==> src/hw/leg_ik_pkg.sv <==
/*
 * Coordinates are signed 1/16 mm units. A phase wraps at 65536 per turn.
 * Leg lengths are fixed here and all squared terms are derived from them.
 */
`default_nettype none

package leg_ik_pkg;

	// ------------------------------
	// Widths and types
	// ------------------------------
	localparam int POS_WIDTH   = 16;
	localparam int WIDE_WIDTH  = 32;
	localparam int PROD_WIDTH  = 64;
	localparam int PHASE_WIDTH = 16;

	typedef logic signed [POS_WIDTH-1:0]  pos_t;
	typedef logic signed [WIDE_WIDTH-1:0] wide_t;
	typedef logic signed [PROD_WIDTH-1:0] prod_t;
	// Full circle is 2**PHASE_WIDTH
	typedef logic [PHASE_WIDTH-1:0]       phase_t;

	// ------------------------------
	// Leg geometry
	// ------------------------------
	localparam int LENGTH_1   = 848;   // 53.00 mm coxa
	localparam int LENGTH_2   = 1060;  // 66.25 mm femur
	localparam int LENGTH_3   = 2123;  // 132.69 mm tibia
	localparam int MIN_RADIUS = 1552;  // 97.00 mm

	// Derived squares
	localparam wide_t LENGTH_23_SQR      = LENGTH_2 * LENGTH_2 + LENGTH_3 * LENGTH_3;
	localparam wide_t LENGTH_2PLUS3_SQR  = (LENGTH_2 + LENGTH_3) * (LENGTH_2 + LENGTH_3);
	localparam wide_t LENGTH_MIN_RAD_SQR = MIN_RADIUS * MIN_RADIUS;
	localparam wide_t LENGTH_2_2_SQR     = 2 * LENGTH_2 * LENGTH_2;

	// Needs 45 bits
	localparam prod_t LENGTH_SL23 = prod_t'(4) * LENGTH_2 * LENGTH_2 * LENGTH_3 * LENGTH_3;

	// ------------------------------
	// Arithmetic unit timing
	// ------------------------------
	localparam int MULT_LATENCY = 4;   // At least 2
	localparam int CORDIC_ITERS = 16;

endpackage

`default_nettype wire

==> src/hw/ik_mult_pipe.sv <==
/*
 * Signed 32x32 multiply, result MULT_LATENCY cycles after the operands.
 * A new pair may enter every cycle and there is no stall.
 */
`default_nettype none
`timescale 1ns/1ps

module ik_mult_pipe (
	input  wire                    clk_in,
	input  wire                    _reset_in,
	input  wire                    mul_valid_i,
	input  wire leg_ik_pkg::wide_t mul_a_i,
	input  wire leg_ik_pkg::wide_t mul_b_i,
	output logic                   mul_valid_o,
	output leg_ik_pkg::prod_t      mul_p_o
);

	logic [leg_ik_pkg::MULT_LATENCY-1:0] valid_sr;
	leg_ik_pkg::wide_t                   a_q;
	leg_ik_pkg::wide_t                   b_q;
	leg_ik_pkg::prod_t                   prod_q [leg_ik_pkg::MULT_LATENCY-1];

	// Valid travels alongside the data
	always_ff @(posedge clk_in or negedge _reset_in) begin
		if (!_reset_in) begin
			valid_sr <= '0;
		end else begin
			valid_sr <= {valid_sr[leg_ik_pkg::MULT_LATENCY-2:0], mul_valid_i};
		end
	end

	// Operand stage, multiply stage, then plain delay stages
	always_ff @(posedge clk_in) begin
		if (mul_valid_i) begin
			a_q <= mul_a_i;
			b_q <= mul_b_i;
		end
		prod_q[0] <= a_q * b_q;
		for (int i = 1; i < leg_ik_pkg::MULT_LATENCY - 1; i++) begin
			prod_q[i] <= prod_q[i-1];
		end
	end

	assign mul_valid_o = valid_sr[leg_ik_pkg::MULT_LATENCY-1];
	assign mul_p_o     = prod_q[leg_ik_pkg::MULT_LATENCY-2];

endmodule

`default_nettype wire

==> config.mk <==
export PLATFORM = sky130hd
export DESIGN_NAME = ik_mult_pipe
export DESIGN_NICKNAME = d
export VERILOG_FILES = /design/src/hw/leg_ik_pkg.sv /design/src/hw/ik_mult_pipe.sv
export SDC_FILE = /design/constraint.sdc
export NUM_CORES = 2
export LEC_CHECK = 0
export CELL_PAD_IN_SITES_DETAIL_PLACEMENT = 0
export CELL_PAD_IN_SITES_GLOBAL_PLACEMENT = 1
export CORE_AREA = 4 4 490 346
export DETAILED_ROUTE_END_ITERATION = 12
export DIE_AREA = 0 0 494 350
export DONT_BUFFER_PORTS = 1
export PLACE_DENSITY_LB_ADDON = 0.1
export SKIP_LAST_GASP = 1
export SYNTH_ARGS = -nofsm -noshare
export SYNTH_HDL_FRONTEND = slang
export SYNTH_SLANG_ARGS = --single-unit
==> constraint.sdc <==
create_clock -name clk_in -period 9.8 [get_ports clk_in]
set_input_delay 1.96 -clock clk_in [delete_from_list [all_inputs] [get_ports clk_in]]
set_output_delay 1.96 -clock clk_in [all_outputs]
set_load 0.05 [all_outputs]
### Word-level counts from Yosys, hierarchy flattened

Memory sizes are Yosys's and may differ from the RTL's.
Cells that the tools add are included.

* equal/unequal tests: 0
* multiplexer cells: 0
* $lt $le $gt $ge: 0
* div/mod/pow operators: 0
* shift-type cells: 0
* multipliers: 1
* reductions and logical operators: 0
* add/sub/neg operators: 0
* bitwise logic cells: 0

Operators with widths (count)
* $mul A32 B32 Y64: 1

* output and inout port bits: 65
* input port bits: 67
* word-level logic and storage cells: 5
* memories: 1
* memory bits (read-only): 0
* memory bits (writable): 192
* register bits after elaboration: 68
* latch bits: 0

Memory list
* prod_q: words 3, width 64, read ports 3, clocked after Yosys merged registers in 0, write ports 3, RTL line ik_mult_pipe.sv:21 `leg_ik_pkg::prod_t prod_q [leg_ik_pkg::MULT_LATENCY-1];`

### Depth between registers and ports, before layout

* depth after elaboration: 1
* mapped depth: 28
* mapped depth without buffers: 26

### Least setup slack after synthesis

Ideal clock, no wire load.

* path type: register -> register
* start point: reg a_q[31]
* end point: mem prod_q[0][57] (netlist name)
* path buffers: 3
* setup slack: 1.978 ns
* arrival: 7.743 ns
* cell stages (with the launch flop): 26
* data required time: 9.721 ns
* library setup time: 0.079 ns
* path through: edfxtp_1 clkbuf_1 nand2_1 inv_1 fa_1 fa_1 fa_1 fa_1 inv_1 fa_1 inv_1 fa_1 inv_1 fa_1 inv_1 fa_1 ha_1 buf_2 and3_1 buf_2 a221o_1 a21o_1 a41oi_2 a21oi_1 or4_1 o211ai_1

RTL lines
* start, declared: RTL line ik_mult_pipe.sv:19 `leg_ik_pkg::wide_t a_q;`
* start signal, assigned: RTL line ik_mult_pipe.sv:35 `a_q <= mul_a_i;`
* end, declared: RTL line ik_mult_pipe.sv:21

==> reports/metrics.yaml <==
synthesis:
  synthCells: 4208
  syn_area_mm2: 0.0427
  synthTopCellsByCount: "1,082 x fa_1, 953 x inv_1, 529 x nand2_1"
  yosys_warnings: 0
  yosysMostFrequentCell: "fa_1"
  syn_area_per_cell_um2: 10.1
  synthArstFlopShare: 0.0154
  ys_seq_elements: 260
  ys_top_cells_by_area: "fa_1 51%, dfxtp_1 9.0%, inv_1 8.4%"
  ys_seq_area_frac: 0.137
  ys_types: 65
  synth_edf_count: 64
  synth_top_cell_area_share: 0.508
  yosys.area.top_type: "fa_1"
  ys.flop_type: "dfxtp_1"
  synth.net_count: 5541
die:
  die_h_um: 350
  dieArea_mm2: 0.173
  coreArea_mm2: 0.165
  start_util: 0.258
  die_w_um: 494
  num_io_pins: 132
  rows: 125
critical_path:
  r2r_start: "b_q[8]"
  r2r_end: "prod_q[0][57]"
  reg2reg_depth: 22
  arrival_ns: 9.33
  crit_fanout: 19
  crit_type: "reg -> reg"
  cp.required_ns: 10.31
  reg2reg_slack_ns: 0.98
  end_kind: "register"
  start_kind: "register"
cells_and_area:
  finalNetCount: 5420
  fill_cells: 17600
  areaGrowthSynthToFinish_pct: 8.58
  regArea_mm2: 0.00587
  drive_above_1_share: 0.0474
  post-route-util: 0.281
  multiInputGateArea_mm2: 0.0319
outcome:
  status: "finished clean"
place:
  gp_congestion: 0.812
  dp.final_hpwl_mm: 128
  port_buffers: 0
timing:
  fmax_mhz: 113
  finalCriticalPeriod_ns: 8.82
  post-route-period-util: 0.900
  slew_violations: 0
  slew_headroom: 0.155
  finalSetupViolations: 0
  fin_worst_skew_ns: 0.0333
  hold_viol_final: 0
  tightest_slew_ns: 1.27
  rsz0062_at_grt: "false"
  setup-tns-final_ns: 0
drt:
  drcViolationCount: 0
  drt_wl_total_mm: 152
  drt_iter0_drc: 1775
  dr.pass1.iters: 7
  vias: 26900
  avgViaCountPerCell: 4.23
  wl_per_cell_um: 24.0
  antenna_left: 0
global_routing:
  antenna_found_initial: 16
  track_usage: 0.180
  grt_overflow: 0
  grt_max_degree: 66
  grt_pass1_vias: 29200
  grt_first_pass_wirelength_mm: 223
clocking:
  ctsResizeCount: 0
  cts-buffers-inserted: 36
  cts_hold_buf: 0
  root_buffer: "clkbuf_16"
  cts_tree: "done"
  clock_path_buffers: 3
  clk_latency_ns: 0.61
  cts_setup_buffers: 0
  htreeDepth: 2
  cts.clk_slew.worst_paths_ns: 0.07
  cts_sinks: 260
min_path:
  worstHoldPathCells: 0
  hold-path-endpoint: "prod_q[0][148]"
  hp-class: "reg -> reg"
  min_from: "prod_q[0][84]"
job:
  maxCapViolations: 0
==> metrics by stage <==
stage / cell area, um2 / cells / setup slack, ns / hold WS, ns
floorplan: 42700 / 4208 / 1.98 / 0.310
global placement: 45100 / 6271 / 0.996 / 0.311
detailed placement: 45100 / 6271 / 0.989 / 0.312
CTS: 46300 / 6334 / 0.933 / 0.321
global route: 46300 / 6335 / 0.576 / 0.324
finish: 46300 / 6346 / 0.979 / 0.321
==> logic make-up after synthesis <==
group                    synth area share
XOR/XNOR                           0.0142
flip-flops                          0.137
buffers and inverters               0.114
multiplexers                     0.000235
adder cells (fa/ha/maj)             0.561
AO/OA/AOI/OAI                      0.0344
AND/OR/NAND/NOR                     0.138
==> sequential cells by signal, summed over array words and instances (netlist names) <==
register  cells
prod_q      192
valid_sr      4
a_q          32
b_q          32
==> cells in the final DEF (no fill, tap or decap), types with 47 or more instances in the layout <==
cell type / netlist / layout
inv_1: 953 / 953
fa_1: 1082 / 1082
a21oi_1: 63 / 63
nand2_1: 529 / 529
dfxtp_1: 192 / 192
edfxtp_1: 64 / 64
nor2_1: 48 / 48
and2_1: 520 / 520
buf_4: 64 / 113
xnor2_1: 47 / 47
ha_1: 184 / 184
==> critical path: stages (launching register included) <==
cell and delay, ns:
edfxtp_1 1.05, nand2_1 0.32, fa_1 0.70, fa_1 0.46
inv_1 0.08, fa_1 0.44, fa_1 0.84, inv_1 0.41
fa_1 0.59, inv_1 0.06, fa_1 0.53, inv_1 0.05
fa_1 0.47, inv_1 0.05, fa_1 0.46, ha_1 0.41
and3_1 0.29, a221o_1 0.34, a21o_1 0.19, a41oi_2 0.20
a21oi_1 0.13, or4_1 0.48, o211ai_1 0.11
==> final cells by class <==
type,instances,area share
multi-input combinational,2720,0.689
sequential,260,0.127
tap,2222,0.0600
clock buffer,49,0.0230
clock inverter,14,0.00383
inverter,953,0.0772
timing repair buffer,116,0.0196
antenna,12,0.000648
==> worst max path at each step <==
| stage | from | endpoint | depth (start not counted) |
|---|---|---|---|
| 2_1_floorplan | a_q[31] | prod_q[0][57] | 25 |
| 3_3_place_gp | b_q[8] | prod_q[0][39] | 22 |
| 3_5_place_dp | b_q[6] | prod_q[0][63] | 24 |
| 4_1_cts | b_q[8] | prod_q[0][39] | 22 |
| 5_1_grt | b_q[6] | prod_q[0][57] | 24 |
| 6_report | b_q[8] | prod_q[0][57] | 22 |
==> metal layers <==
layer  up-vias  global-route usage  wire length, um
met2       641               0.209            51100
met3        66              0.0462            11600
met1     14300               0.317            87900
met4         4              0.0196             1530
li1      11800                   -                -
met5         -                   0               30
Power is not shown: default switching activity piles up to over one toggle a cycle in this logic, so the estimate is an artifact.
