$ cat src/hw/leg_ik_pkg.sv
/*
 * Coordinates are signed 1/16 mm units. A phase wraps at 65536 per turn.
 * Leg lengths are fixed here and all squared terms are derived from them.
 */
`default_nettype none

package leg_ik_pkg;

	// ------------------------------
	// Widths and types
	// ------------------------------
	localparam int POS_WIDTH   = 16;
	localparam int WIDE_WIDTH  = 32;
	localparam int PROD_WIDTH  = 64;
	localparam int PHASE_WIDTH = 16;

	typedef logic signed [POS_WIDTH-1:0]  pos_t;
	typedef logic signed [WIDE_WIDTH-1:0] wide_t;
	typedef logic signed [PROD_WIDTH-1:0] prod_t;
	// Full circle is 2**PHASE_WIDTH
	typedef logic [PHASE_WIDTH-1:0]       phase_t;

	// ------------------------------
	// Leg geometry
	// ------------------------------
	localparam int LENGTH_1   = 848;   // 53.00 mm coxa
	localparam int LENGTH_2   = 1060;  // 66.25 mm femur
	localparam int LENGTH_3   = 2123;  // 132.69 mm tibia
	localparam int MIN_RADIUS = 1552;  // 97.00 mm

	// Derived squares
	localparam wide_t LENGTH_23_SQR      = LENGTH_2 * LENGTH_2 + LENGTH_3 * LENGTH_3;
	localparam wide_t LENGTH_2PLUS3_SQR  = (LENGTH_2 + LENGTH_3) * (LENGTH_2 + LENGTH_3);
	localparam wide_t LENGTH_MIN_RAD_SQR = MIN_RADIUS * MIN_RADIUS;
	localparam wide_t LENGTH_2_2_SQR     = 2 * LENGTH_2 * LENGTH_2;

	// Needs 45 bits
	localparam prod_t LENGTH_SL23 = prod_t'(4) * LENGTH_2 * LENGTH_2 * LENGTH_3 * LENGTH_3;

	// ------------------------------
	// Arithmetic unit timing
	// ------------------------------
	localparam int MULT_LATENCY = 4;   // At least 2
	localparam int CORDIC_ITERS = 16;

endpackage

`default_nettype wire

$ cat src/hw/ik_cordic_atan.sv
/*
 * atan2(y, x) over the full circle, done CORDIC_ITERS + 2 cycles after start.
 * Operand magnitudes must stay below 2**30. The result for x = y = 0 is not defined.
 */
`default_nettype none
`timescale 1ns/1ps

module ik_cordic_atan (
	input  wire                    clk_in,
	input  wire                    _reset_in,
	input  wire                    start_i,
	input  wire leg_ik_pkg::wide_t x_i,
	input  wire leg_ik_pkg::wide_t y_i,
	output logic                   done_o,
	output leg_ik_pkg::phase_t     phase_o
);

	typedef enum logic [1:0] {
		CS_IDLE,
		CS_ITER,
		CS_ROUND
	} cordic_state_t;

	// Two guard bits for the CORDIC gain
	typedef logic signed [leg_ik_pkg::WIDE_WIDTH+1:0] vec_t;
	// Accumulated angle, 2**32 per turn
	typedef logic [31:0] angle_t;

	// atan(2**-i) scaled to angle_t
	localparam angle_t ATAN_TABLE [leg_ik_pkg::CORDIC_ITERS] = '{
		32'h2000_0000, 32'h12E4_051E, 32'h09FB_385B, 32'h0511_11D4,
		32'h028B_0D43, 32'h0145_D7E1, 32'h00A2_F61E, 32'h0051_7C55,
		32'h0028_BE53, 32'h0014_5F2F, 32'h000A_2F98, 32'h0005_17CC,
		32'h0002_8BE6, 32'h0001_45F3, 32'h0000_A2FA, 32'h0000_517D
	};

	cordic_state_t                                   state_q;
	logic [$clog2(leg_ik_pkg::CORDIC_ITERS)-1:0]     iter_q;
	vec_t                                            x_q;
	vec_t                                            y_q;
	angle_t                                          z_q;
	vec_t                                            x_in;
	vec_t                                            y_in;
	vec_t                                            x_sh;
	vec_t                                            y_sh;

	assign x_in = vec_t'(x_i);
	assign y_in = vec_t'(y_i);
	assign x_sh = x_q >>> iter_q;
	assign y_sh = y_q >>> iter_q;

	always_ff @(posedge clk_in or negedge _reset_in) begin
		if (!_reset_in) begin
			state_q <= CS_IDLE;
			iter_q  <= '0;
			done_o  <= 1'b0;
		end else begin
			done_o <= 1'b0;
			case (state_q)
				CS_IDLE: begin
					iter_q <= '0;
					if (start_i) begin
						state_q <= CS_ITER;
					end
				end
				CS_ITER: begin
					iter_q <= iter_q + 1'b1;
					if (iter_q == leg_ik_pkg::CORDIC_ITERS - 1) begin
						state_q <= CS_ROUND;
					end
				end
				CS_ROUND: begin
					done_o  <= 1'b1;
					state_q <= CS_IDLE;
				end
				default: state_q <= CS_IDLE;
			endcase
		end
	end

	// ------------------------------
	// Datapath
	// ------------------------------
	always_ff @(posedge clk_in) begin
		case (state_q)
			CS_IDLE: begin
				if (start_i) begin
					// Quarter turn into the right half-plane
					if (!x_in[$bits(vec_t)-1]) begin
						x_q <= x_in;
						y_q <= y_in;
						z_q <= 32'h0000_0000;
					end else if (!y_in[$bits(vec_t)-1]) begin
						x_q <= y_in;
						y_q <= -x_in;
						z_q <= 32'h4000_0000;
					end else begin
						x_q <= -y_in;
						y_q <= x_in;
						z_q <= 32'hC000_0000;
					end
				end
			end
			CS_ITER: begin
				// Drive y toward zero
				if (y_q[$bits(vec_t)-1]) begin
					x_q <= x_q - y_sh;
					y_q <= y_q + x_sh;
					z_q <= z_q - ATAN_TABLE[iter_q];
				end else begin
					x_q <= x_q + y_sh;
					y_q <= y_q - x_sh;
					z_q <= z_q + ATAN_TABLE[iter_q];
				end
			end
			CS_ROUND: phase_o <= z_q[31:16] + z_q[15];
			default: ;
		endcase
	end

endmodule

`default_nettype wire

$ cat config.mk
export PLATFORM = sky130hd
export DESIGN_NAME = ik_cordic_atan
export DESIGN_NICKNAME = d
export VERILOG_FILES = /design/src/hw/leg_ik_pkg.sv /design/src/hw/ik_cordic_atan.sv
export SDC_FILE = /design/constraint.sdc
export NUM_CORES = 1
export LEC_CHECK = 0
export BUFFER_PORTS_ARGS = -buffer_cell sky130_fd_sc_hd__buf_2
export CORE_ASPECT_RATIO = 1.25
export CORE_MARGIN = 1.5
export CORE_UTILIZATION = 58
export DETAILED_ROUTE_END_ITERATION = 16
export GPL_TIMING_DRIVEN = 0
export PLACE_DENSITY = 0.81
export SKIP_CTS_REPAIR_TIMING = 1
export SLEW_MARGIN = 20
export SYNTH_ARGS = -nofsm -noshare
export SYNTH_HDL_FRONTEND = slang
export SYNTH_SLANG_ARGS = --single-unit
$ cat constraint.sdc
create_clock -name clk_in -period 8.1 [get_ports clk_in]
set_clock_uncertainty 0.05 [all_clocks]
set_input_delay 0.405 -clock clk_in [delete_from_list [all_inputs] [get_ports clk_in]]
set_output_delay 0.405 -clock clk_in [all_outputs]
set_load 0.01 [all_outputs]
### Word-level counts from Yosys, hierarchy flattened

Memory sizes are Yosys's and may differ from the RTL's.
Cells that the tools add are included.

| word-level totals | value |
|---|---|
| register bits | 123 |
| output and inout port bits | 17 |
| memories | 1 |
| memory bits (read-only) | 512 |
| bits of input ports | 67 |

Memory list:

| name | words | width | read ports | clocked after memory_dff | write ports | RTL line | RTL |
|---|---|---|---|---|---|---|---|
| (name not given) | 16 | 32 | 1 | 0 | 0 | ik_cordic_atan.sv:113 | `z_q <= z_q + ATAN_TABLE[iter_q];` |

| cells by class | value |
|---|---|
| reduce and logical (&&, ||, !) cells | 4 |
| bitwise logic cells | 1 |
| magnitude comparators | 1 |
| shift operators | 2 |
| muxes and demuxes | 22 |
| equal/unequal tests | 5 |
| add/sub/neg operators | 10 |

Operators with widths:

| operator | count |
|---|---|
| $mux 34 | 8 |
| $mux 32 | 6 |
| $pmux 34 s2 | 2 |
| $add 34x34->34 | 2 |
| $neg 32->34 | 2 |
| $sshr 34x4->34 | 2 |
| $sub 34x34->34 | 2 |
| $pmux 32 s2 | 1 |
| $add 32x32->32 | 1 |
| $sub 32x32->32 | 1 |
| $add 16x1->16 | 1 |
| $pmux 4 s2 | 1 |
| $ge 5x5->1 const B | 1 |
| $not 4->5 | 1 |
| $add 4x1->4 const B | 1 |
| $eq 4x4->1 const B | 1 |
| $mux 2 | 2 |
| $ne 2x2->1 const B | 2 |
| $pmux 2 s2 | 1 |
| $reduce_and 2->1 | 2 |
| $eq 2x1->1 const B | 1 |
| $eq 2x2->1 const B | 1 |
| $logic_not 2->1 | 1 |
| $reduce_bool 2->1 | 1 |
| $mux 1 | 1 |

### Depth between registers and ports, before layout

| logic depth | value |
|---|---|
| word-level depth | 7 |
| mapped depth | 29 |

### Worst setup path after synthesis

Ideal clock, no wire load.

| timing | value |
|---|---|
| kind | flip-flop to flip-flop |
| from | register iter_q[1] (netlist bit) |
| to | register z_q[31] (data pin) |
| buffers on the path | 7 |
| library setup time | 0.265 ns |
| slack | 1.227 ns |
| cell stages (with the launch flop) | 29 |
| data required time | 7.785 ns |
| arrival time | 6.557 ns |
| path through | dfrtp_1 -> inv_1 -> clkbuf_1 -> clkbuf_1 -> buf_1 -> clkbuf_1 -> buf_1 -> ha_1 -> clkbuf_1 -> o21ai_0 -> a21oi_1 -> a21oi_1 -> ha_1 -> and3_1 -> nor2b_1 -> a21o_1 -> clkbuf_1 -> xnor2_1 -> ha_1 -> a21o_1 -> a21o_1 -> a221oi_1 -> nand2b_1 -> o211a_1 -> a21oi_1 -> a21o_1 -> a31oi_1 -> nor4_1 -> or3_1 |

| between the ends | value |
|---|---|
| word-level cells in the longest chain between the ends | 7 |

RTL lines:

| element | RTL line | RTL |
|---|---|---|
| from (decl) | ik_cordic_atan.sv:38 | `logic [$clog2(leg_ik_pkg::CORDIC_ITERS)-1:0] iter_q;` |
| from (signal assigned) | ik_cordic_atan.sv:67 | `iter_q <= iter_q + 1'b1;` |
| $not 4->5 (implied by the code) * | ik_cordic_atan.sv:109, ik_cordic_atan.sv:113 |  |
| $mem_v2 16x32 * | n/a |  |
| $mux 32 (implied by the code) * (2 in a row) | ik_cordic_atan.sv:113 |  |
| $add 32x32->32 / $sub 32x32->32 (equally long branches) | ik_cordic_atan.sv:113, ik_cordic_atan.sv:109 |  |
| $mux 32 * | ik_cordic_atan.sv:106 | `if (y_q[$bits(vec_t)-1]) begin` |
| $pmux 32 s2 * | ik_cordic_atan.sv:85 | `case (state_q)` |
| to (signal assigned) | ik_cordic_atan.sv:109 | `z_q <= z_q - ATAN_TABLE[iter_q];` |
| to (signal assigned) | ik_cordic_atan.sv:113 |  |
| to (decl) | ik_cordic_atan.sv:41 | `angle_t z_q;` |

Mark *: on every way between the ends. The rest lies on a longest branch, timed or not. The select of a mux whose other input is x is not followed.
A chain may end at the register's enable or synchronous reset.

### Worst setup path after layout

Same ends and word-level chain as after synthesis.

==> out/metrics.cfg <==
[status]
outcome = finished clean

[final_layout]
syn_to_final_growth_pct = 10.1
nets = 2429
seqCellArea_um2 = 3660
final_area_um2 = 19700
multi_input_area_um2 = 13600
drive_above_1_share_pct = 13.5
fillers = 2596
final_cells = 2663

[critical_path]
r2r_start = iter_q[1]
crit_end = z_q[31]
critPathMaxFanout = 11
crit_start = iter_q[1]
critPathSlowestCell = dfrtp_1
critPathMaxStageDelay_ns = 0.55
crit_type = register to register
startpoint_type = register
cp.required_ns = 8.25
r2r_slack_ns = 0.15
worstReg2RegEnd = z_q[31]
crit_path_end_kind = register
reg2reg_depth = 26
critPathArrivalTime_ns = 8.10

[synthesis]
synth_area_per_cell_um2 = 8.37
yosys_warnings = 0
synth_most_common_cell = nand2_1
synthArstFlopShare_pct = 5.69
yosys-top-cells-count = nand2_1 (201), o21ai_0 (185), a21oi_1 (181)
ys.flop_type = edfxtp_1
synth_nets = 2319
synth_top_cell_by_area = edfxtp_1
synth-seq-cells = 123
synth_area_leaders = edfxtp_1 (19%), mux4_2 (8.7%), ha_1 (7.8%)
synth-edff-count = 116
synth_top_cell_area_share_pct = 19.5
seq_area_frac_synth_pct = 20.4
syn-instance-count = 2138
syn-cell-area_um2 = 17900
synth_cell_types = 85

[floorplanning]
io_pins = 84
rows = 71
coreArea_um2 = 30200
die_y_um = 199
initial_utilization_pct = 59.3
die_w_um = 160
dieArea_um2 = 31900

[sta]
period_needed_ns = 7.95
slew_violations = 0
fin_crit_sh_pct = 98.1
timing.fmax_mhz = 126
worst_slew_pin_slew_ns = 1.16
fin_setup_tns_ns = 0
setup_violations = 0
setup_ws_ns = 0.153
hold_viol_final = 0
slew_headroom_pct = 22.6

[place]
placed_area_um2 = 19000
place_ws_ns = -1.67
portBuffers = 81
routabilityCongestion = 1.09
dp_cells = 2626
hpwl_mm = 58.8

[route]
drtPass1Iterations = 7
drc = 0
ant_nets = 0
first_iter_violations = 2368
wl_mm = 76.6
vias = 19200
routed_via_density = 7.21
wl_per_cell_um = 28.8

[clock_network]
cts_made_buffers = 17
clk_latency_ns = 0.46
path_clk_slew_ns = 0.07
htreeDepth = 4
clockBufferDepth = 2
clockRootBuffer = clkbuf_16
tritoncts = built
cts_num_sinks = 123

[grt]
antenna_found_initial = 9
grt.total_usage_pct = 48.0
first_global_vias = 18200
grt_max_degree = 23
grt_pass1_wl_mm = 112
grt_overflow = 0

[flow_run]
drv_cap = 0

[min_path]
worstHoldPathType = input port to asynchronous set/reset pin

## worst min path at each step
stage | start | end | slack, ns | cells past startpoint
2_1_floorplan | _reset_in | done_o | 0.06 | 0
3_3_place_gp | _reset_in | done_o | 0.20 | 1
3_5_place_dp | _reset_in | done_o | 0.21 | 1
4_1_cts | _reset_in | iter_q[3] | -0.27 | 1
5_1_grt | _reset_in | iter_q[3] | 0.28 | 2
6_report | _reset_in | iter_q[3] | 0.27 | 2
## area by class of cell
cell class / count / share of cell area (%)
Clock buffer: 17 / 2.16
Multi-Input combinational cell: 1845 / 68.9
Tap cell: 401 / 2.55
Antenna cell: 1 / 0.0127
Timing Repair Buffer: 95 / 3.09
Inverter: 43 / 0.838
Sequential cell: 123 / 18.6
Buffer: 123 / 2.89
Clock inverter: 15 / 1.02
## logic make-up after synthesis
family / count (synthesis) / share of synthesized area (%)
AO/OA/AOI/OAI: 665 / 23.0
XOR/XNOR: 224 / 11.0
adder cells (fa/ha/maj): 114 / 8.10
buffers and inverters: 170 / 3.98
flip-flops: 123 / 20.4
multiplexers: 160 / 14.7
AND/OR/NAND/NOR: 682 / 18.7
## cell usage in the layout (no fill, tap or decap), drive strengths merged, types with 9 or more instances in the layout
cell type / instances
xor2: 113
nor4: 11
a211oi: 19
ha: 111
nand2b: 22
nand4: 15
nor2: 171
and2: 21
or3: 31
a31oi: 28
and3: 21
nand3: 47
a21oi: 181
o21a: 15
o21bai: 9
edfxtp: 116
and4: 9
mux4: 77
o22ai: 12
or4: 14
mux2i: 51
o211ai: 62
o31ai: 25
a21o: 51
inv: 51
nor2b: 27
o21ai: 186
clkbuf: 100
nand2: 201
or2: 10
buf: 134
mux2: 32
xnor2: 110
nor3: 59
## flip-flops by register name, summed over array words and instances (netlist names)
signal	count
iter_q	4
z_q	32
x_q	34
state_q	2
done_o	1
y_q	34
phase_o	16
## critical path: cells and delay by family (launching register included)
kind            cells  cell delay [ns]
buf+inv             7             2.20
simple gates        7             1.49
xor+xnor            1             0.20
compound gates      8             2.28
flops               1             0.55
fa+ha+maj           3             0.88
## through the flow
step,hold slack [ns],util (%)
after detailed placement,0.210,62.8
final,0.275,65.2
after CTS,-0.268,64.9
after floorplan,0.0594,-
after global placement,0.198,62.3
after global routing,0.277,65.2
## per-layer routing
layer / vias up / routed length, um / share of wire [%] / track usage (%)
met5: - / 49 / 0.064 / 0
met4: 8 / 8630 / 11 / 45.4
met3: 429 / 8750 / 11 / 13.4
met2: 1389 / 33700 / 44 / 75.9
met1: 9049 / 25500 / 33 / 52.2
li1: 8319 / - / - / -
Power is left out: the tool's default activity adds up to more than one toggle a clock period on the data nets, which glitch-free logic cannot reach.
