[src/hw/leg_ik_pkg.sv]
/*
 * Coordinates are signed 1/16 mm units. A phase wraps at 65536 per turn.
 * Leg lengths are fixed here and all squared terms are derived from them.
 */
`default_nettype none

package leg_ik_pkg;

	// ------------------------------
	// Widths and types
	// ------------------------------
	localparam int POS_WIDTH   = 16;
	localparam int WIDE_WIDTH  = 32;
	localparam int PROD_WIDTH  = 64;
	localparam int PHASE_WIDTH = 16;

	typedef logic signed [POS_WIDTH-1:0]  pos_t;
	typedef logic signed [WIDE_WIDTH-1:0] wide_t;
	typedef logic signed [PROD_WIDTH-1:0] prod_t;
	// Full circle is 2**PHASE_WIDTH
	typedef logic [PHASE_WIDTH-1:0]       phase_t;

	// ------------------------------
	// Leg geometry
	// ------------------------------
	localparam int LENGTH_1   = 848;   // 53.00 mm coxa
	localparam int LENGTH_2   = 1060;  // 66.25 mm femur
	localparam int LENGTH_3   = 2123;  // 132.69 mm tibia
	localparam int MIN_RADIUS = 1552;  // 97.00 mm

	// Derived squares
	localparam wide_t LENGTH_23_SQR      = LENGTH_2 * LENGTH_2 + LENGTH_3 * LENGTH_3;
	localparam wide_t LENGTH_2PLUS3_SQR  = (LENGTH_2 + LENGTH_3) * (LENGTH_2 + LENGTH_3);
	localparam wide_t LENGTH_MIN_RAD_SQR = MIN_RADIUS * MIN_RADIUS;
	localparam wide_t LENGTH_2_2_SQR     = 2 * LENGTH_2 * LENGTH_2;

	// Needs 45 bits
	localparam prod_t LENGTH_SL23 = prod_t'(4) * LENGTH_2 * LENGTH_2 * LENGTH_3 * LENGTH_3;

	// ------------------------------
	// Arithmetic unit timing
	// ------------------------------
	localparam int MULT_LATENCY = 4;   // At least 2
	localparam int CORDIC_ITERS = 16;

endpackage

`default_nettype wire

[src/hw/ik_isqrt.sv]
/*
 * Floor square root, one result bit per cycle, done 33 cycles after start.
 * A start while busy is ignored. A negative radicand gives zero.
 */
`default_nettype none
`timescale 1ns/1ps

module ik_isqrt (
	input  wire                    clk_in,
	input  wire                    _reset_in,
	input  wire                    start_i,
	input  wire leg_ik_pkg::prod_t radicand_i,
	output logic                   done_o,
	output leg_ik_pkg::wide_t      root_o
);

	logic                                      busy_q;
	logic [$clog2(leg_ik_pkg::WIDE_WIDTH)-1:0] count_q;
	logic [leg_ik_pkg::PROD_WIDTH-1:0]         rad_q;
	logic [leg_ik_pkg::WIDE_WIDTH+1:0]         rem_q;
	logic [leg_ik_pkg::WIDE_WIDTH-1:0]         root_q;
	logic [leg_ik_pkg::WIDE_WIDTH+3:0]         rem_shift;
	logic [leg_ik_pkg::WIDE_WIDTH+3:0]         trial;
	logic [leg_ik_pkg::WIDE_WIDTH+3:0]         rem_next;
	logic                                      fits;

	// Bring down the next two radicand bits and try 4*root+1
	assign rem_shift = {rem_q, rad_q[leg_ik_pkg::PROD_WIDTH-1 -: 2]};
	assign trial     = {2'b00, root_q, 2'b01};
	assign fits      = (rem_shift >= trial);
	assign rem_next  = fits ? (rem_shift - trial) : rem_shift;

	always_ff @(posedge clk_in or negedge _reset_in) begin
		if (!_reset_in) begin
			busy_q  <= 1'b0;
			count_q <= '0;
			done_o  <= 1'b0;
		end else begin
			done_o <= 1'b0;
			if (start_i && !busy_q) begin
				busy_q  <= 1'b1;
				count_q <= '1;
			end else if (busy_q) begin
				count_q <= count_q - 1'b1;
				if (count_q == '0) begin
					busy_q <= 1'b0;
					done_o <= 1'b1;
				end
			end
		end
	end

	always_ff @(posedge clk_in) begin
		if (start_i && !busy_q) begin
			rad_q  <= radicand_i[leg_ik_pkg::PROD_WIDTH-1] ? '0 : radicand_i;
			rem_q  <= '0;
			root_q <= '0;
		end else if (busy_q) begin
			rad_q  <= rad_q << 2;
			// Remainder never exceeds 2*root, so the top bits drop safely
			rem_q  <= rem_next[leg_ik_pkg::WIDE_WIDTH+1:0];
			root_q <= {root_q[leg_ik_pkg::WIDE_WIDTH-2:0], fits};
		end
	end

	assign root_o = root_q;

endmodule

`default_nettype wire

[config.mk]
export PLATFORM = sky130hd
export DESIGN_NAME = ik_isqrt
export DESIGN_NICKNAME = d
export VERILOG_FILES = /design/src/hw/leg_ik_pkg.sv /design/src/hw/ik_isqrt.sv
export SDC_FILE = /design/constraint.sdc
export NUM_CORES = 1
export LEC_CHECK = 0
export BUFFER_PORTS_ARGS = -buffer_cell sky130_fd_sc_hd__buf_2
export CORE_AREA = 2 2 116 118
export DETAILED_ROUTE_END_ITERATION = 10
export DIE_AREA = 0 0 118 120
export HOLD_SLACK_MARGIN = 0.15
export PLACE_DENSITY = 0.81
export SLEW_MARGIN = 0
export SYNTH_ARGS = -nofsm -noshare
export SYNTH_HDL_FRONTEND = slang
export SYNTH_SLANG_ARGS = --single-unit
[constraint.sdc]
create_clock -name clk_in -period 8.6 [get_ports clk_in]
set_clock_uncertainty 0.2 [all_clocks]
set_input_delay 1.29 -clock clk_in [delete_from_list [all_inputs] [get_ports clk_in]]
set_output_delay 1.29 -clock clk_in [all_outputs]
set_load 0.1 [all_outputs]
After elaboration in Yosys (flattened, before gate mapping)
Index checks and enable logic that the tools add are counted.
{"block": "classes", "n_addsub": 2, "n_lt_le_gt_ge": 1, "n_mux": 12, "n_reduce_logical": 4}
{"op": "$mux 64", "n": 2}
{"op": "$mux 63", "n": 1}
{"op": "$ge 36x34->1", "n": 1}
{"op": "$mux 34", "n": 1}
{"op": "$sub 34x34->34", "n": 1}
{"op": "$mux 5", "n": 2}
{"op": "$mux 1", "n": 6}
{"op": "$logic_not 5->1", "n": 1}
{"op": "$sub 5x1->5 const B", "n": 1}
{"op": "$reduce_bool 2->1", "n": 1}
{"op": "$logic_and 1x1->1", "n": 1}
{"op": "$logic_not 1->1", "n": 1}
{"block": "totals", "reg_bits": 137, "input_bits": 67, "out_inout_bits": 33, "word_cells": 25}

Longest topological paths before layout
Gate-level depths: netlist of run 1.
{"block": "logic_depth", "depth_word": 4, "depth_mapped": 14, "mapped_depth_nobuf": 11}

Least setup slack after synthesis of run 1
No wires, ideal clock.
{"block": "synth_path", "path_type": "input to register", "startpoint": "input start_i", "endpoint": "register rad_q[0] (netlist name), enable pin", "setup_time_ns": 0.421, "t_arrival_ns": 3.004, "required_time_ns": 7.979, "slack_ns": 4.975, "cell_stages": 3, "n_path_buf": 1, "path_cell_list": "clkbuf_1 nor2_1 inv_1"}
{"block": "synth_via", "elab_chain_len": 2}
{"item": "start: declaration", "line_no": "ik_isqrt.sv:11", "source": "input wire start_i,"}
{"item": "$logic_and 1x1->1", "line_no": "ik_isqrt.sv:54", "source": "if (start_i && !busy_q) begin"}
{"item": "$reduce_bool 2->1 (no source line)"}
{"item": "end signal: assignment", "line_no": "ik_isqrt.sv:55", "source": "rad_q <= radicand_i[leg_ik_pkg::PROD_WIDTH-1] ? '0 : radicand_i;"}
{"item": "end signal: assignment", "line_no": "ik_isqrt.sv:59", "source": "rad_q <= rad_q << 2;"}
{"item": "end: declaration", "line_no": "ik_isqrt.sv:19", "source": "logic [leg_ik_pkg::PROD_WIDTH-1:0] rad_q;"}
Every way passes these cells.
A chain may end at the register's enable or synchronous reset.

Worst setup path in the final report of run 1
{"block": "layout_path", "startpoint": "register root_q, in the netlist root_o[0]", "endpoint": "register rem_q[33] (netlist name)"}
{"block": "layout_via", "elab_chain_len": 2, "elab_cells_between_ends": 3, "cone_classes": "add/sub: 1; order compare: 1; mux: 1"}
{"item": "start: declaration", "line_no": "ik_isqrt.sv:21", "source": "logic [leg_ik_pkg::WIDE_WIDTH-1:0] root_q;"}
{"item": "start signal: assignment", "line_no": "ik_isqrt.sv:62", "source": "root_q <= {root_q[leg_ik_pkg::WIDE_WIDTH-2:0], fits};"}
{"item": "$sub 34x34->34 or $ge 36x34->1 (tied branches)", "line_no": "ik_isqrt.sv:31, ik_isqrt.sv:30"}
{"item": "$mux 34 (*)", "line_no": "ik_isqrt.sv:31", "source": "assign rem_next = fits ? (rem_shift - trial) : rem_shift;"}
{"item": "end signal: assignment", "line_no": "ik_isqrt.sv:61", "source": "rem_q <= rem_next[leg_ik_pkg::WIDE_WIDTH+1:0];"}
{"item": "end: declaration", "line_no": "ik_isqrt.sv:20", "source": "logic [leg_ik_pkg::WIDE_WIDTH+1:0] rem_q;"}
Every way passes the cells marked *; elsewhere a longest branch is shown, timed or not.

==> run metrics, run 1 <==
Fmax 273.9 MHz; Syn-to-layout area delta 15.72%; Iter 0 DRT Violations 301; worst hold start root_o[16]; final core occ 0.6764; vias after detailed routing 6,018; final number of max-transition violations 0; clk_lat worst skew 0.43 ns; CTS root buf clkbuf_16; Setup CP Type reg2reg; CTS tree done; Starting Density 0.5845; clk buf depth 2; Setup TNS 0 ns; cts repair resizes 0; synthesized net count 943; Hold-fix buffers, CTS 0; Reg2Reg Setup Slack 4.95 ns; # placed instances 1,065; Routed Antenna Nets 0; Commonest cells post-synth nand2_1 (145), o21ai_0 (76), dfxtp_1 (66), nand2b_1 (65), edfxtp_1 (64); dominant synthesized flop cell dfxtp_1; DP Wirelength 10,330 um; placed cell areas 8103 um^2; worst-path fanout max 30; Sink Count 137; Hold/Removal Path Class reg2reg; crit path from root_o[0]; Netlist Area Pre-Place 7587 um^2; Slew headroom 0.3011; PortBufs 99; cell taking the most area after synthesis edfxtp_1; Synth top area share 0.2533; post-synthesis sequential area ratio 0.4505; startpoint class of the critical path register; die width 118 um; CP endpoint kind register; Die Span Y 120 um; Vias/cell 5.481; layout cells sized above 1 0.1607; Post-synth EDFFs 64; DRT Pass-1 Iters 4; Tmin final 3.651 ns; syn_area_per_cell 9.032 um^2; die area 14,160 um^2; Finished Cell Area 8780 um^2; core area 12,980 um^2; Worst Tran Pin Value 1.048 ns; Cells after Synth 840; Synth Register Bits 137; most frequent cell after synthesis nand2_1; Synth cell types 63; All-Layer GR Usage 0.2328; # rows 42; vias in the first global route 5,805; Worst EP arrival 3.74 ns; status complete, no violations; post-CTS setup buffers 0; Post-synth ARST share 0.05109; critical path required time 8.69 ns; Tcrit/Tclk final 0.4245; final setup violation count 0; R2R Path Start root_o[0]; Layout fillers 1,064; Final GP Congestion 0.8818; Final Hold Fails 0; YS warnings 0; drt drc 0; total gr overflow 0; antenna violations before repair 1; MaxCap Viol Count 0; WL/cell 14.35 um; Routed WL 15,760 um; first-pass GRT wire length 26,700 um; TritonCTS buffer count 17; RSZ-0062 raised after global routing no; layout net count 1,011; number of cells in the finished layout apart from fillers 1,098; CTS clock-pin slew for the worst setup and hold paths 0.06 ns; largest net degree at the start of global routing 126; CTS HTree Levels 4; IO Pins 100; synth top area cells edfxtp_1 (25%), dfxtp_1 (17%), nand2_1 (7.2%), ha_1 (5.9%), nand2b_1 (5.4%)
==> layout by cell type, fill, tap and decap left out, types with 3 or more instances in the layout <==
cell type    n
and3_1       6
nand2b_1    64
nor2_1      16
dfxtp_1     66
inv_6        3
dfrtp_1      6
edfxtp_1    64
nor3_1       7
bufinv_16    6
a2bb2oi_1    3
a22o_1      22
buf_2       99
nand3_1     10
inv_1       44
clkinv_4     3
nand4_1      3
xnor2_1     22
o21a_1       3
buf_4        4
and2_1       4
a21o_1      19
o31ai_1     31
o21ai_0     76
clkbuf_16   17
nor2b_1      3
ha_1        36
o21bai_1     6
o21ai_1     31
a21oi_1     33
xor2_1      12
a32oi_1      9
nand2_1    145
a31oi_1      7
==> logic make-up after synthesis <==
group | count (synthesis) | synth area share
AOI/OAI and AO/OA | 261 | 0.2238
buffers and inverters | 99 | 0.05442
and+or+nand+nor | 272 | 0.1707
xor gates and xnor gates | 34 | 0.03925
DFF | 137 | 0.4505
muxes | 1 | 0.001978
adders and majority gates | 36 | 0.05937
==> critical path, stage by stage (launching register included) <==
cell and delay, ns:
dfxtp_1 0.42, inv_1 0.08, ha_1 0.35, nor2b_1 0.16
o311a_1 0.32, o2111ai_1 0.27, a21o_1 0.20, a21oi_4 0.10
o21ai_4 0.63, buf_4 0.42, nor4bb_1 0.10, a31oi_1 0.15
o211ai_1 0.11
==> flip-flops by register name (all words and copies together) (netlist names) <==
| name | flops |
|---|---|
| rad_q | 64 |
| rem_q | 34 |
| root_o | 32 |
| count_q | 5 |
| busy_q | 1 |
| done_o | 1 |
==> stage by stage <==
step	hold WS, ns	setup WS (ns)
after CTS	0.2786	4.963
after floorplan	0.2386	4.975
after detailed placement	0.2643	5.003
final	0.2744	4.949
after global placement	0.2578	5.003
after global routing	0.2990	4.643
==> cell type report <==
class	instances	area [um^2]	area share
clock buffers	18	429.2	0.04888
inverters	45	168.9	0.01924
well taps	176	220.2	0.02508
diodes	1	2.502	0.0002850
clock inverters	14	245.2	0.02793
repair buffers	103	525.5	0.05985
flip-flops and latches	137	3422	0.3898
multi-input cells	604	3766	0.4290
==> per-layer routing <==
| layer | share of wire | wire (um) | vias to the layer above | global-route usage |
|---|---|---|---|---|
| met1 | 0.46 | 7187 | 2749 | 0.2958 |
| met2 | 0.47 | 7400 | 140 | 0.3757 |
| met4 | 0.016 | 255 | 0 | 0.07831 |
| met3 | 0.058 | 918 | 24 | 0.07605 |
| met5 | 0 | 0 | - | 0 |
| li1 | - | - | 3105 | - |
==> final timing paths <==
check	end	cells after the start
min in group asynchronous	count_q[0]	1
min	root_o[17]	2
min reg2reg	root_o[17]	2
max	rem_q[33]	12
max reg2reg	rem_q[33]	12
max in group asynchronous	busy_q	1
Power of run 1 is not shown: default switching activity piles up to over one toggle a cycle in this logic, so the estimate is an artifact.
==> run 2: changes to the inputs <==
--- a/config.mk
+++ b/config.mk
@@ -6,11 +6,11 @@
 export NUM_CORES = 1
 export LEC_CHECK = 0
 export BUFFER_PORTS_ARGS = -buffer_cell sky130_fd_sc_hd__buf_2
-export CORE_AREA = 2 2 116 118
+export CORE_AREA = 2 2 118 120
 export DETAILED_ROUTE_END_ITERATION = 10
-export DIE_AREA = 0 0 118 120
+export DIE_AREA = 0 0 120 122
 export HOLD_SLACK_MARGIN = 0.15
-export PLACE_DENSITY = 0.81
+export PLACE_DENSITY = 0.79
 export SLEW_MARGIN = 0
 export SYNTH_ARGS = -nofsm -noshare
 export SYNTH_HDL_FRONTEND = slang
==> constraint.sdc (replaced) <==
create_clock -name clk_in -period 3.7 [get_ports clk_in]
set_clock_uncertainty 0.2 [all_clocks]
set_input_delay 0.555 -clock clk_in [delete_from_list [all_inputs] [get_ports clk_in]]
set_output_delay 0.555 -clock clk_in [all_outputs]
set_load 0.1 [all_outputs]
==> run 2 against run 1 <==
Count of clock-buffer cells in the layout unchanged; die area rose by 3.4%; critical path depth decreased by 3; via count about the same; flip-flop and latch count is the same; cell count grew 0.64%; non-clock buffer count increased by 3; maximum frequency grew 18%.
==> run metrics, run 2 (synthesis gave the netlist of run 1 again) <==
largest register by flop count rad_q; Most Crowded Layer GR met2; largest net degree at the start of global routing 126; area of the multi-input gates 3766 um^2; CTS HTree Levels 4; register area 3422 um^2; buffer and inverter count on the worst path 2; Worst Hold End root_o[10]; Slew headroom 0.3249; Routed WL 15,480 um; vias in the first global route 5,604; Tcrit/Tclk final 0.8378; Finished Cell Area 8786 um^2; Reg2Reg Setup Slack 0.60 ns; Vias/cell 5.444; placed cell areas 8148 um^2; Fmax 322.6 MHz; CTS tree done; Tmin final 3.100 ns; IO Pins 100; RSZ-0062 raised after global routing no; Final GP Congestion 0.9167; Setup CP Type reg2reg; final number of max-transition violations 0; Syn-to-layout area delta 15.80%; met2 global-route usage 0.3462; layout net count 1,014; most frequent cells in the layout nand2_1 (145), buf_2 (99), o21ai_0 (76); first-pass GRT wire length 26,420 um; clk_lat worst skew 0.42 ns; vias after detailed routing 6,016; commonest non-fill, non-tap cell in the layout nand2_1; Worst EP arrival 3.21 ns; cell family with most CP delay compound AO/OA/AOI/OAI gates; Hold Path Stages 2; TritonCTS buffer count 17; die area 14,640 um^2; Routed Antenna Nets 0; RR Endpoint rem_q[8]; worst hold start root_o[9]; status complete, no violations; All-Layer GR Usage 0.2228; Iter 0 DRT Violations 408; Setup TNS 0 ns; CTS clock-pin slew for the worst setup and hold paths 0.06 ns; total gr overflow 0; drt drc 0; worst-path fanout max 27; WL/cell 14.01 um; max reg flops 64; CP endpoint kind register; Layout fillers 1,110; Register-to-Register Path Depth 9; met3 Use GR 0.06835; startpoint class of the critical path register; Slowest cell on crit path a2111oi_0; clk buf depth 2; DP Wirelength 10,560 um; Final Hold Fails 0; core area 13,500 um^2; final setup violation count 0; Starting Density 0.5618; Sink Count 137; Die Span Y 122 um; Crit path largest cell delay 0.50 ns; Hold/Removal Path Class reg2reg; # rows 43; crit path cell chain inv_1, ha_1, a2111oi_0, o21ai_0, a211o_1, o21ai_4, buf_4, o21ai_1, a22o_1; die width 120 um; CTS root buf clkbuf_16; MaxCap Viol Count 0; antenna violations before repair 2; PortBufs 99; Worst Tran Pin Value 1.013 ns; grt met1 use 0.2961; critical path required time 3.81 ns; R2R Path Start root_o[31]; DRT Pass-1 Iters 7; post-CTS setup buffers 0; layout cells sized above 1 0.1623
==> run 2: cell types whose count changed in the layout (fill, tap and decap cells not counted) <==
cell	previous run	this run
buf_12	0	2
bufinv_16	6	4
clkinvlp_4	1	3
clkinv_2	1	2
clkinv_4	3	2
dlygate4sd3_1	0	1
==> run 2: area by class of cell <==
type                       instances  share of cell area
multi-input combinational        604              0.4287
tap                              180             0.02563
inverter                          45             0.01923
clock buffer                      18             0.04885
clock inverter                    14             0.02236
timing repair buffer             106             0.06551
antenna                            1           0.0002848
sequential                       137              0.3895
==> run 2: how the worst max path moves through the flow <==
| stage | startpoint | endpoint | slack, ns | cells past startpoint |
|---|---|---|---|---|
| final | root_o[31] | rem_q[8] | 0.60 | 9 |
| after global routing | root_o[13] | rem_q[30] | 0.35 | 11 |
| after CTS | root_o[13] | rem_q[16] | 0.61 | 11 |
| after detailed placement | root_o[13] | rem_q[16] | 0.62 | 11 |
| after global placement | root_o[13] | rem_q[16] | 0.71 | 11 |
| after floorplan | root_o[13] | rem_q[16] | 0.21 | 12 |
==> run 2: tightest hold or removal path: stages, from the launching register on <==
cell     delay (ns)
dfxtp_1        0.34
nand2_1        0.06
o31ai_1        0.05
==> run 2: per-layer routing <==
metal	part of all wire	wire, um	up-vias
met5	0.00052	8	-
met4	0.014	214	2
met3	0.064	998	23
met2	0.46	7117	144
met1	0.46	7140	2728
li1	-	-	3119
==> run 2: timing repair <==
item / CTS / global route
hold endpoints to repair: 7 / 0
endpoints found under the setup margin: 0 / 0
resized for setup: 0 / 0
hold buffers: 1 / 0
==> run 2: metrics by stage <==
stage | util | hold slack, ns | instances | setup slack (ns)
2_1_floorplan | - | 0.05941 | 840 | 0.2060
3_3_place_gp | 0.6034 | 0.1953 | 1071 | 0.7076
3_5_place_dp | 0.6034 | 0.1942 | 1071 | 0.6249
4_1_cts | 0.6504 | 0.2620 | 1104 | 0.6115
5_1_grt | 0.6504 | 0.2813 | 1104 | 0.3460
6_report | 0.6506 | 0.2735 | 1105 | 0.6003
Power of run 2 is left out for the same reason.
